`src/pipe_consts.svh`:
```
`ifndef PIPE_CONSTS_SVH
`define PIPE_CONSTS_SVH

// General purpose register address width.
`define REG_ADDR_W 5

// Execute stage ALU operation code width.
`define ALU_OP_W 6

// Width of each stall profiler counter. Counters wrap on overflow.
`define STALL_CNT_W 32

`endif

```
`src/isa_pkg.sv`:
```
`default_nettype none
`include "pipe_consts.svh"

package isa_pkg;

    typedef struct packed {
        logic [5:0]             opcode;
        logic [`REG_ADDR_W-1:0] rs;
        logic [`REG_ADDR_W-1:0] rt;
        logic [`REG_ADDR_W-1:0] rd;
        logic [4:0]             shamt;
        logic [5:0]             funct;
    } r_form_t;

    typedef struct packed {
        logic [5:0]             opcode;
        logic [`REG_ADDR_W-1:0] rs;
        logic [`REG_ADDR_W-1:0] rt;
        logic [15:0]            imm;
    } i_form_t;

    // One decode-slot word, read by format.
    typedef union packed {
        r_form_t r;
        i_form_t i;
    } instr_t;

    localparam logic [5:0] OP_SPECIAL = 6'h00;
    localparam logic [5:0] OP_BEQ     = 6'h04;
    localparam logic [5:0] OP_BNE     = 6'h05;
    localparam logic [5:0] OP_SB      = 6'h28;
    localparam logic [5:0] OP_SH      = 6'h29;
    localparam logic [5:0] OP_SW      = 6'h2b;

    typedef enum logic [`ALU_OP_W-1:0] {
        ALU_NOP  = 6'h00,
        ALU_ADD  = 6'h01,
        ALU_SUB  = 6'h02,
        ALU_AND  = 6'h03,
        ALU_OR   = 6'h04,
        ALU_XOR  = 6'h05,
        ALU_SLT  = 6'h06,
        ALU_SLL  = 6'h07,
        ALU_SRL  = 6'h08,
        ALU_LUI  = 6'h09,
        ALU_MFC0 = 6'h1e,
        ALU_MTC0 = 6'h1f
    } alu_op_t;

    typedef enum logic [1:0] {
        MEM_NONE  = 2'd0,
        MEM_LOAD  = 2'd1,
        MEM_STORE = 2'd2
    } mem_type_t;

endpackage

`default_nettype wire

```
`src/pipe_pkg.sv`:
```
`default_nettype none

package pipe_pkg;

    // Stall causes seen by the profiler.
    // The encoding doubles as the counter index and the readout select.
    typedef enum logic [1:0] {
        CAUSE_ICACHE   = 2'd0,
        CAUSE_MEM      = 2'd1,
        CAUSE_EX       = 2'd2,
        CAUSE_LOAD_USE = 2'd3
    } stall_cause_t;

    localparam int NUM_CAUSES = 4;

endpackage

`default_nettype wire

```
`src/hazard_detect.sv`:
```
`timescale 1ns/1ps
`default_nettype none
`include "pipe_consts.svh"

module hazard_detect
    import isa_pkg::*;
(
    input  instr_t                 id_instr,
    input  instr_t                 id_instr_slave,
    input  alu_op_t                id_ex_alu_op,
    input  mem_type_t              id_ex_mem_type,
    input  logic [`REG_ADDR_W-1:0] id_ex_dest,
    input  logic                   ex_mem_cp0_wen,
    output logic                   load_use_hazard,
    output logic                   cp0_hazard
);

    //////////////////////////////////////////////////////////////////////
    // Source register decode
    //////////////////////////////////////////////////////////////////////

    // True when dest is read by the word as rs or as a live rt.
    function automatic logic reads_reg(input instr_t w, input logic [`REG_ADDR_W-1:0] dest);
        logic                   rt_live;
        logic [`REG_ADDR_W-1:0] rs_src;
        logic [`REG_ADDR_W-1:0] rt_src;
        begin
            rs_src = w.i.rs;
            rt_src = w.i.rt;
            if (w.r.opcode == OP_SPECIAL) begin
                rt_live = 1'b1;
            end else begin
                case (w.i.opcode)
                    OP_BEQ, OP_BNE:     rt_live = 1'b1; // Branch compares rs with rt.
                    OP_SW, OP_SB, OP_SH: rt_live = 1'b1; // Store data comes from rt.
                    default:            rt_live = 1'b0; // rt is the destination.
                endcase
            end
            reads_reg = (dest == rs_src) || (rt_live && (dest == rt_src));
        end
    endfunction

    logic ex_is_load;
    logic ex_dest_live;
    logic master_hit;
    logic slave_hit;
    logic ex_is_mfc0;

    assign ex_is_load   = (id_ex_mem_type == MEM_LOAD);
    assign ex_dest_live = (id_ex_dest != '0);            // r0 never carries a dependency.

    assign master_hit = reads_reg(id_instr, id_ex_dest);
    assign slave_hit  = reads_reg(id_instr_slave, id_ex_dest);

    //////////////////////////////////////////////////////////////////////
    // Hazard flags
    //////////////////////////////////////////////////////////////////////

    assign load_use_hazard = ex_is_load && ex_dest_live && (master_hit || slave_hit);

    // MFC0 in execute would read CP0 before the write in memory lands.
    assign ex_is_mfc0 = (id_ex_alu_op == ALU_MFC0);
    assign cp0_hazard = ex_is_mfc0 && ex_mem_cp0_wen;

endmodule

`default_nettype wire

```
`src/pipe_ctrl.sv`:
```
`timescale 1ns/1ps
`default_nettype none

module pipe_ctrl (
    input  logic clk,
    input  logic rst,
    input  logic icache_stall,
    input  logic ex_stall,
    input  logic mem_stall,
    input  logic id_branch_taken,
    input  logic exp_detect,
    input  logic load_use_hazard,
    input  logic cp0_hazard,
    output logic en_if,
    output logic en_if_id,
    output logic en_id_ex,
    output logic en_ex_mem,
    output logic en_mem_wb,
    output logic load_use_stall
);

    logic [4:0] en;

    assign {en_if, en_if_id, en_id_ex, en_ex_mem, en_mem_wb} = en;

    //////////////////////////////////////////////////////////////////////
    // Fixed priority chain where the first match wins
    //////////////////////////////////////////////////////////////////////

    always_comb begin
        en             = 5'b11111;
        load_use_stall = 1'b0;
        if (rst) begin
            en = 5'b11111;
        end else if (icache_stall) begin
            if (exp_detect || mem_stall) begin
                en = 5'b00000;                      // Hold everything.
            end else begin
                en = 5'b00001;                      // Let writeback drain.
            end
        end else if (mem_stall) begin
            if (id_branch_taken) begin
                en = 5'b00000;                      // Keep the branch target.
            end else begin
                en = 5'b10000;
            end
        end else if (ex_stall) begin
            en = 5'b10001;
        end else if (cp0_hazard) begin
            en = 5'b10011;                          // Bubble into execute.
        end else if (load_use_hazard) begin
            en             = 5'b10011;
            load_use_stall = 1'b1;
        end
    end

    //////////////////////////////////////////////////////////////////////
    // Checks
    //////////////////////////////////////////////////////////////////////

    // IF/ID never takes a new word while fetch is held.
    a_if_id_needs_if: assert property (@(posedge clk) disable iff (rst)
        en_if_id |-> en_if)
        else $error("IF/ID enabled with IF held, en %b", en);

endmodule

`default_nettype wire

```
`src/stall_profiler.sv`:
```
`timescale 1ns/1ps
`default_nettype none
`include "pipe_consts.svh"

module stall_profiler
    import pipe_pkg::*;
(
    input  logic                    clk,
    input  logic                    rst,
    input  logic                    icache_stall,
    input  logic                    mem_stall,
    input  logic                    ex_stall,
    input  logic                    load_use_stall,
    input  stall_cause_t            perf_sel,
    output logic [`STALL_CNT_W-1:0] perf_count
);

    logic [NUM_CAUSES-1:0]   cause_hit;
    logic [`STALL_CNT_W-1:0] cnt [NUM_CAUSES];

    always_comb begin
        cause_hit                 = '0;
        cause_hit[CAUSE_ICACHE]   = icache_stall;
        cause_hit[CAUSE_MEM]      = mem_stall;
        cause_hit[CAUSE_EX]       = ex_stall;
        cause_hit[CAUSE_LOAD_USE] = load_use_stall; // Only when the load-use case won.
    end

    //////////////////////////////////////////////////////////////////////
    // Per-cause counters
    //////////////////////////////////////////////////////////////////////

    always_ff @(posedge clk) begin
        if (rst) begin
            for (int i = 0; i < NUM_CAUSES; i++) begin
                cnt[i] <= '0;
            end
        end else begin
            for (int i = 0; i < NUM_CAUSES; i++) begin
                if (cause_hit[i]) begin
                    cnt[i] <= cnt[i] + 1'b1;        // Wraps at full scale.
                end
            end
        end
    end

    //////////////////////////////////////////////////////////////////////
    // Readout
    //////////////////////////////////////////////////////////////////////

    always_ff @(posedge clk) begin
        if (rst) begin
            perf_count <= '0;
        end else begin
            perf_count <= cnt[perf_sel];
        end
    end

    // Counters only move by one per cycle, so a select held steady
    // never reads a value that went backwards other than a wrap.
    a_count_monotonic: assert property (@(posedge clk) disable iff (rst)
        $stable(perf_sel) && !$past(rst) |=>
            (perf_count - $past(perf_count)) <= `STALL_CNT_W'(1))
        else $error("perf_count jumped from %h to %h", $past(perf_count), perf_count);

endmodule

`default_nettype wire

```
`src/stall_unit.sv`:
```
`timescale 1ns/1ps
`default_nettype none
`include "pipe_consts.svh"

module stall_unit
    import isa_pkg::*;
    import pipe_pkg::*;
(
    input  logic                    clk,
    input  logic                    rst,

    // External stall levels.
    input  logic                    icache_stall,
    input  logic                    ex_stall,
    input  logic                    mem_stall,

    // Instruction in execute.
    input  alu_op_t                 id_ex_alu_op,
    input  mem_type_t               id_ex_mem_type,
    input  logic [`REG_ADDR_W-1:0]  id_ex_dest,
    input  logic                    ex_mem_cp0_wen,

    // Decode slots.
    input  instr_t                  id_instr,
    input  instr_t                  id_instr_slave,
    input  logic                    id_branch_taken,
    input  logic                    exp_detect,

    // Stage enables.
    output logic                    en_if,
    output logic                    en_if_id,
    output logic                    en_id_ex,
    output logic                    en_ex_mem,
    output logic                    en_mem_wb,

    // Profiler readout.
    input  stall_cause_t            perf_sel,
    output logic [`STALL_CNT_W-1:0] perf_count
);

    logic load_use_hazard;
    logic cp0_hazard;
    logic load_use_stall;

    //////////////////////////////////////////////////////////////////////
    // Hazard detection, then enable priority, then profiling
    //////////////////////////////////////////////////////////////////////

    hazard_detect hazard_detect_i (
        .id_instr        (id_instr),
        .id_instr_slave  (id_instr_slave),
        .id_ex_alu_op    (id_ex_alu_op),
        .id_ex_mem_type  (id_ex_mem_type),
        .id_ex_dest      (id_ex_dest),
        .ex_mem_cp0_wen  (ex_mem_cp0_wen),
        .load_use_hazard (load_use_hazard),
        .cp0_hazard      (cp0_hazard)
    );

    pipe_ctrl pipe_ctrl_i (
        .clk             (clk),
        .rst             (rst),
        .icache_stall    (icache_stall),
        .ex_stall        (ex_stall),
        .mem_stall       (mem_stall),
        .id_branch_taken (id_branch_taken),
        .exp_detect      (exp_detect),
        .load_use_hazard (load_use_hazard),
        .cp0_hazard      (cp0_hazard),
        .en_if           (en_if),
        .en_if_id        (en_if_id),
        .en_id_ex        (en_id_ex),
        .en_ex_mem       (en_ex_mem),
        .en_mem_wb       (en_mem_wb),
        .load_use_stall  (load_use_stall)
    );

    stall_profiler stall_profiler_i (
        .clk             (clk),
        .rst             (rst),
        .icache_stall    (icache_stall),
        .mem_stall       (mem_stall),
        .ex_stall        (ex_stall),
        .load_use_stall  (load_use_stall),
        .perf_sel        (perf_sel),
        .perf_count      (perf_count)
    );

endmodule

`default_nettype wire

```
`config.mk`:
```
export PLATFORM = sky130hd
export DESIGN_NAME = stall_unit
export DESIGN_NICKNAME = d
export VERILOG_FILES = /design/src/isa_pkg.sv /design/src/pipe_pkg.sv /design/src/hazard_detect.sv /design/src/pipe_ctrl.sv /design/src/stall_profiler.sv /design/src/stall_unit.sv
export VERILOG_INCLUDE_DIRS = /design/src
export SDC_FILE = /design/constraint.sdc
export NUM_CORES = 1
export LEC_CHECK = 0
export ABC_AREA = 1
export BUFFER_PORTS_ARGS = -buffer_cell sky130_fd_sc_hd__clkbuf_2
export CORE_MARGIN = 1.5
export CORE_UTILIZATION = 45
export DETAILED_ROUTE_END_ITERATION = 8
export PLACE_DENSITY_LB_ADDON = 0.3
export REMOVE_ABC_BUFFERS = 1
export SETUP_SLACK_MARGIN = 0.02
export SKIP_CTS_REPAIR_TIMING = 1
export SYNTH_ARGS = -nofsm -noshare
export SYNTH_HDL_FRONTEND = slang
export SYNTH_HIERARCHICAL = 1
export SYNTH_SLANG_ARGS = --single-unit
```
`constraint.sdc`:
```
create_clock -name clk -period 3.5 [get_ports clk]
set_input_delay 0.7 -clock clk [delete_from_list [all_inputs] [get_ports clk]]
set_output_delay 0.7 -clock clk [all_outputs]
set_load 0.02 [all_outputs]
```
==> impl_metrics.ini <==
[status]
outcome = complete, but fails checks
failed_checks = design-rule violations

[timing]
fmaxAchievable_mhz = 378
rsz0062_at_grt = no
finalCriticalPeriod_ns = 2.65
totalNegativeSetupSlack_ns = 0
finalClockSkew_ns = 0.0110
setup-violations-final = 0
final_hold_violation_count = 0
pin_slew_with_the_least_headroom_to_its_limit_ns = 1.13
final_min_period_over_clock_period_pct = 75.6
drv_slew = 0
worst_slew_margin_rel_pct = 24.7

[place]
detailedPlacementHpwl_mm = 19.6
dpl.cell_count = 1738
place_congestion = 0.902
place.port_buffers = 91

[global_routing]
maximum_number_of_pins_on_one_net_before_global_route_repair = 69
first_pass_grt_wire_length_mm = 43.0
grt_use_total_pct = 23.2
number_of_antenna_violations_at_the_first_check_in_global_routing = 0
globalRouteOverflowTotal = 0
first_global_vias = 8491

[routing]
drt-vias-per-instance = 5.35
routed-via-count = 9468
drt_pass1_iterations = 8
drtAntennaViolNets = 0
wl_per_cell_um = 15.3
drc = 5
finalWirelength_mm = 27.1
first_iter_violations = 1068

[pwr]
leakage_nw = 4.38
overall_power_after_layout_mw = 4.54
ratio_of_total_power_to_cell_area_nw_per_um2 = 398
ir_drop_v = 0.000309

[clock_tree]
cts.sinks = 160
clock_tree.root_cell = sky130_fd_sc_hd__clkbuf_16
clockBufferDepth = 2
clk_pin_slew_worst_paths_ns = 0.06
worstSkewPairLatency_ns = 0.43
numCtsBuffers = 17
ctsHtreeMaxLevel = 4
cts_tree = yes

[cells_and_area]
most_common_cell_after_layout_fill_and_taps_aside = sky130_fd_sc_hd__nand2_1
area_growth_pct = 12.4
post_layout_nonfiller_instances = 1770
fraction_of_layout_cells_with_a_size_suffix_above_1_pct = 14.6
layout.core_utilization_pct = 52.0
insertedDiodeCount = 0
finalNetCount = 1568
filler_cell_count = 2061
multi_input_area_um2 = 5030
area.sequential_um2 = 4480
most-common-layout-cells = 316 x sky130_fd_sc_hd__nand2_1, 308 x sky130_fd_sc_hd__nor2_1, 151 x sky130_fd_sc_hd__a21oi_1, 128 x sky130_fd_sc_hd__edfxtp_1, 117 x sky130_fd_sc_hd__inv_1

[setup_path]
timing.critical_path.from = id_instr[31]
critPathSlowestCell = sky130_fd_sc_hd__a21boi_0
cp-end-kind = primary output
timing.critical_path.to = en_id_ex
setup.worst_path.class = primary input to primary output
reg2regPathDepth = 7
reg2reg_slack_ns = 1.77
worst-path-stages = 11
crit_path_max_fanout = 3
cp_top_family = compound AO/OA/AOI/OAI gates
cp_data_arrival_time_ns = 1.95
max_stage_delay_ns = 0.34
crit_chain = clkbuf_2 -> a21boi_0 -> nor2_2 -> nand3_1 -> nand2_1 -> nor2_1 -> nor2_1 -> inv_1 -> nand2_1 -> o21bai_2 -> clkbuf_2
regToRegStartpoint = stall_profiler_i/cnt[3][0]$_SDFFCE_PN0P_
critical_path.reg2reg.endpoint = stall_profiler_i/cnt[3][12]$_SDFFCE_PN0P_
startpoint_type = primary input
wp_buf_inv = 3
cp_data_required_time_ns = 2.80

[logic_synthesis]
ys_types = 35
synth_ff_type = sky130_fd_sc_hd__edfxtp_1
synth.yosys.seq_area_share_pct = 44.1
synth_cells = 1394
ys.warnings.count = 6
post_synth.cell_area_avg_um2 = 7.29
synth_edf_count = 128
post_synthesis_sequential_element_count = 160
syn_area_um2 = 10200
synth-async-reset-ratio_pct = 0

[floorplanning]
chipWidth_um = 153
standard_cell_core_area_um2 = 22000
i_o_pin_count = 124
die_area_um2 = 23500
num_rows = 54
starting_density_pct = 46.3
die_height_um = 153

[job]
max_cap_viol_count = 0

[worst_hold_path]
min-delay-path-class = flop to flop
layout make-up:
class / instances / share of cell area (%)
clock inverter: 13 / 0.998
inverter: 125 / 4.11
timing repair buffer: 100 / 4.58
tap: 280 / 3.07
clock buffer: 19 / 3.88
multi-input combinational: 1073 / 44.1
sequential: 160 / 39.3
power by group:
group	internal [mW]	leakage, nW	switching (mW)	total [mW]
clock	0.995	0.266	0.780	1.78
combinational	0.154	2.45	0.322	0.476
sequential	2.17	1.66	0.115	2.29
worst min-delay path by stage:
stage / start / to / cells past startpoint / slack, ns
2_1_floorplan: stall_profiler_i/cnt[3][31]$_SDFFCE_PN0P_ / stall_profiler_i/perf_count[31]$_SDFF_PP0_ / 2 / 0.56
3_3_place_gp: stall_profiler_i/cnt[3][31]$_SDFFCE_PN0P_ / stall_profiler_i/cnt[3][31]$_SDFFCE_PN0P_ / 2 / 0.59
3_5_place_dp: stall_profiler_i/cnt[2][0]$_SDFFCE_PN0P_ / stall_profiler_i/cnt[2][0]$_SDFFCE_PN0P_ / 1 / 0.59
4_1_cts: stall_profiler_i/cnt[2][0]$_SDFFCE_PN0P_ / stall_profiler_i/cnt[2][0]$_SDFFCE_PN0P_ / 1 / 0.60
5_1_grt: stall_profiler_i/cnt[2][0]$_SDFFCE_PN0P_ / stall_profiler_i/cnt[2][0]$_SDFFCE_PN0P_ / 1 / 0.62
6_report: stall_profiler_i/cnt[2][0]$_SDFFCE_PN0P_ / stall_profiler_i/cnt[2][0]$_SDFFCE_PN0P_ / 1 / 0.60
metal layers:
layer  GRT usage, %  part of all wire (%)  vias up
met3           3.35                   6.9       26
li1               -                     -     4723
met2           37.1                    46      367
met4           6.58                   1.4        0
met1           32.6                    46     4352
met5              0                     0        -
kinds of logic after synthesis:
family / share of synthesized area [%]
AOI/OAI and AO/OA: 13.0
xor gates and xnor gates: 1.38
DFF: 44.1
and+or+nand+nor: 34.6
adders and majority gates: 0.493
buffers and inverters: 6.34
worst reg2reg max path: stages, from the launching register on:
cell and delay (ns):
sky130_fd_sc_hd__edfxtp_1 0.43, sky130_fd_sc_hd__ha_1 0.23, sky130_fd_sc_hd__nand2_1 0.12, sky130_fd_sc_hd__nor2_4 0.06
sky130_fd_sc_hd__nand2_4 0.12, sky130_fd_sc_hd__nor2_2 0.09, sky130_fd_sc_hd__or2_2 0.27, sky130_fd_sc_hd__and2_1 0.16
synth_stat cells, types with 2 or more instances:
library cell / number / area [um^2]
sky130_fd_sc_hd__o21a_1: 7 / 52.6
sky130_fd_sc_hd__nand2_4: 6 / 67.6
sky130_fd_sc_hd__a21oi_1: 151 / 756
sky130_fd_sc_hd__o21ai_0: 91 / 455
sky130_fd_sc_hd__nand2_2: 12 / 75.1
sky130_fd_sc_hd__clkbuf_1: 13 / 48.8
sky130_fd_sc_hd__nand4_1: 2 / 12.5
sky130_fd_sc_hd__and2_1: 4 / 25.0
sky130_fd_sc_hd__nor2_4: 28 / 315
sky130_fd_sc_hd__inv_1: 117 / 439
sky130_fd_sc_hd__xor2_1: 14 / 123
sky130_fd_sc_hd__o211ai_1: 4 / 30.0
sky130_fd_sc_hd__nand2_1: 316 / 1190
sky130_fd_sc_hd__nand3_1: 71 / 355
sky130_fd_sc_hd__nor2_1: 308 / 1160
sky130_fd_sc_hd__dfxtp_1: 32 / 641
sky130_fd_sc_hd__and3_1: 4 / 25.0
sky130_fd_sc_hd__nor3_1: 8 / 40.0
sky130_fd_sc_hd__nor2_2: 29 / 181
sky130_fd_sc_hd__buf_2: 17 / 85.1
sky130_fd_sc_hd__or2_2: 3 / 18.8
sky130_fd_sc_hd__ha_1: 4 / 50.1
sky130_fd_sc_hd__edfxtp_1: 128 / 3840
sky130_fd_sc_hd__buf_4: 5 / 37.5
sky130_fd_sc_hd__a21boi_0: 2 / 15.0
sky130_fd_sc_hd__xnor2_1: 2 / 17.5
sky130_fd_sc_hd__inv_2: 8 / 30.0
state kept, by name (all words and copies together), names as in the netlist:
register                     cells
stall_profiler_i/perf_count     32
stall_profiler_i/cnt           128
stage by stage:
stage | area (um^2) | worst slack [ns] | hold WS [ns]
global placement | 10900 | 0.713 | 0.590
CTS | 11400 | 0.837 | 0.602
detailed placement | 10900 | 0.698 | 0.591
finish | 11400 | 0.854 | 0.599
global route | 11400 | 0.704 | 0.617
floorplan | 9980 | 0.965 | 0.558
(Power assumes the default switching activity.)
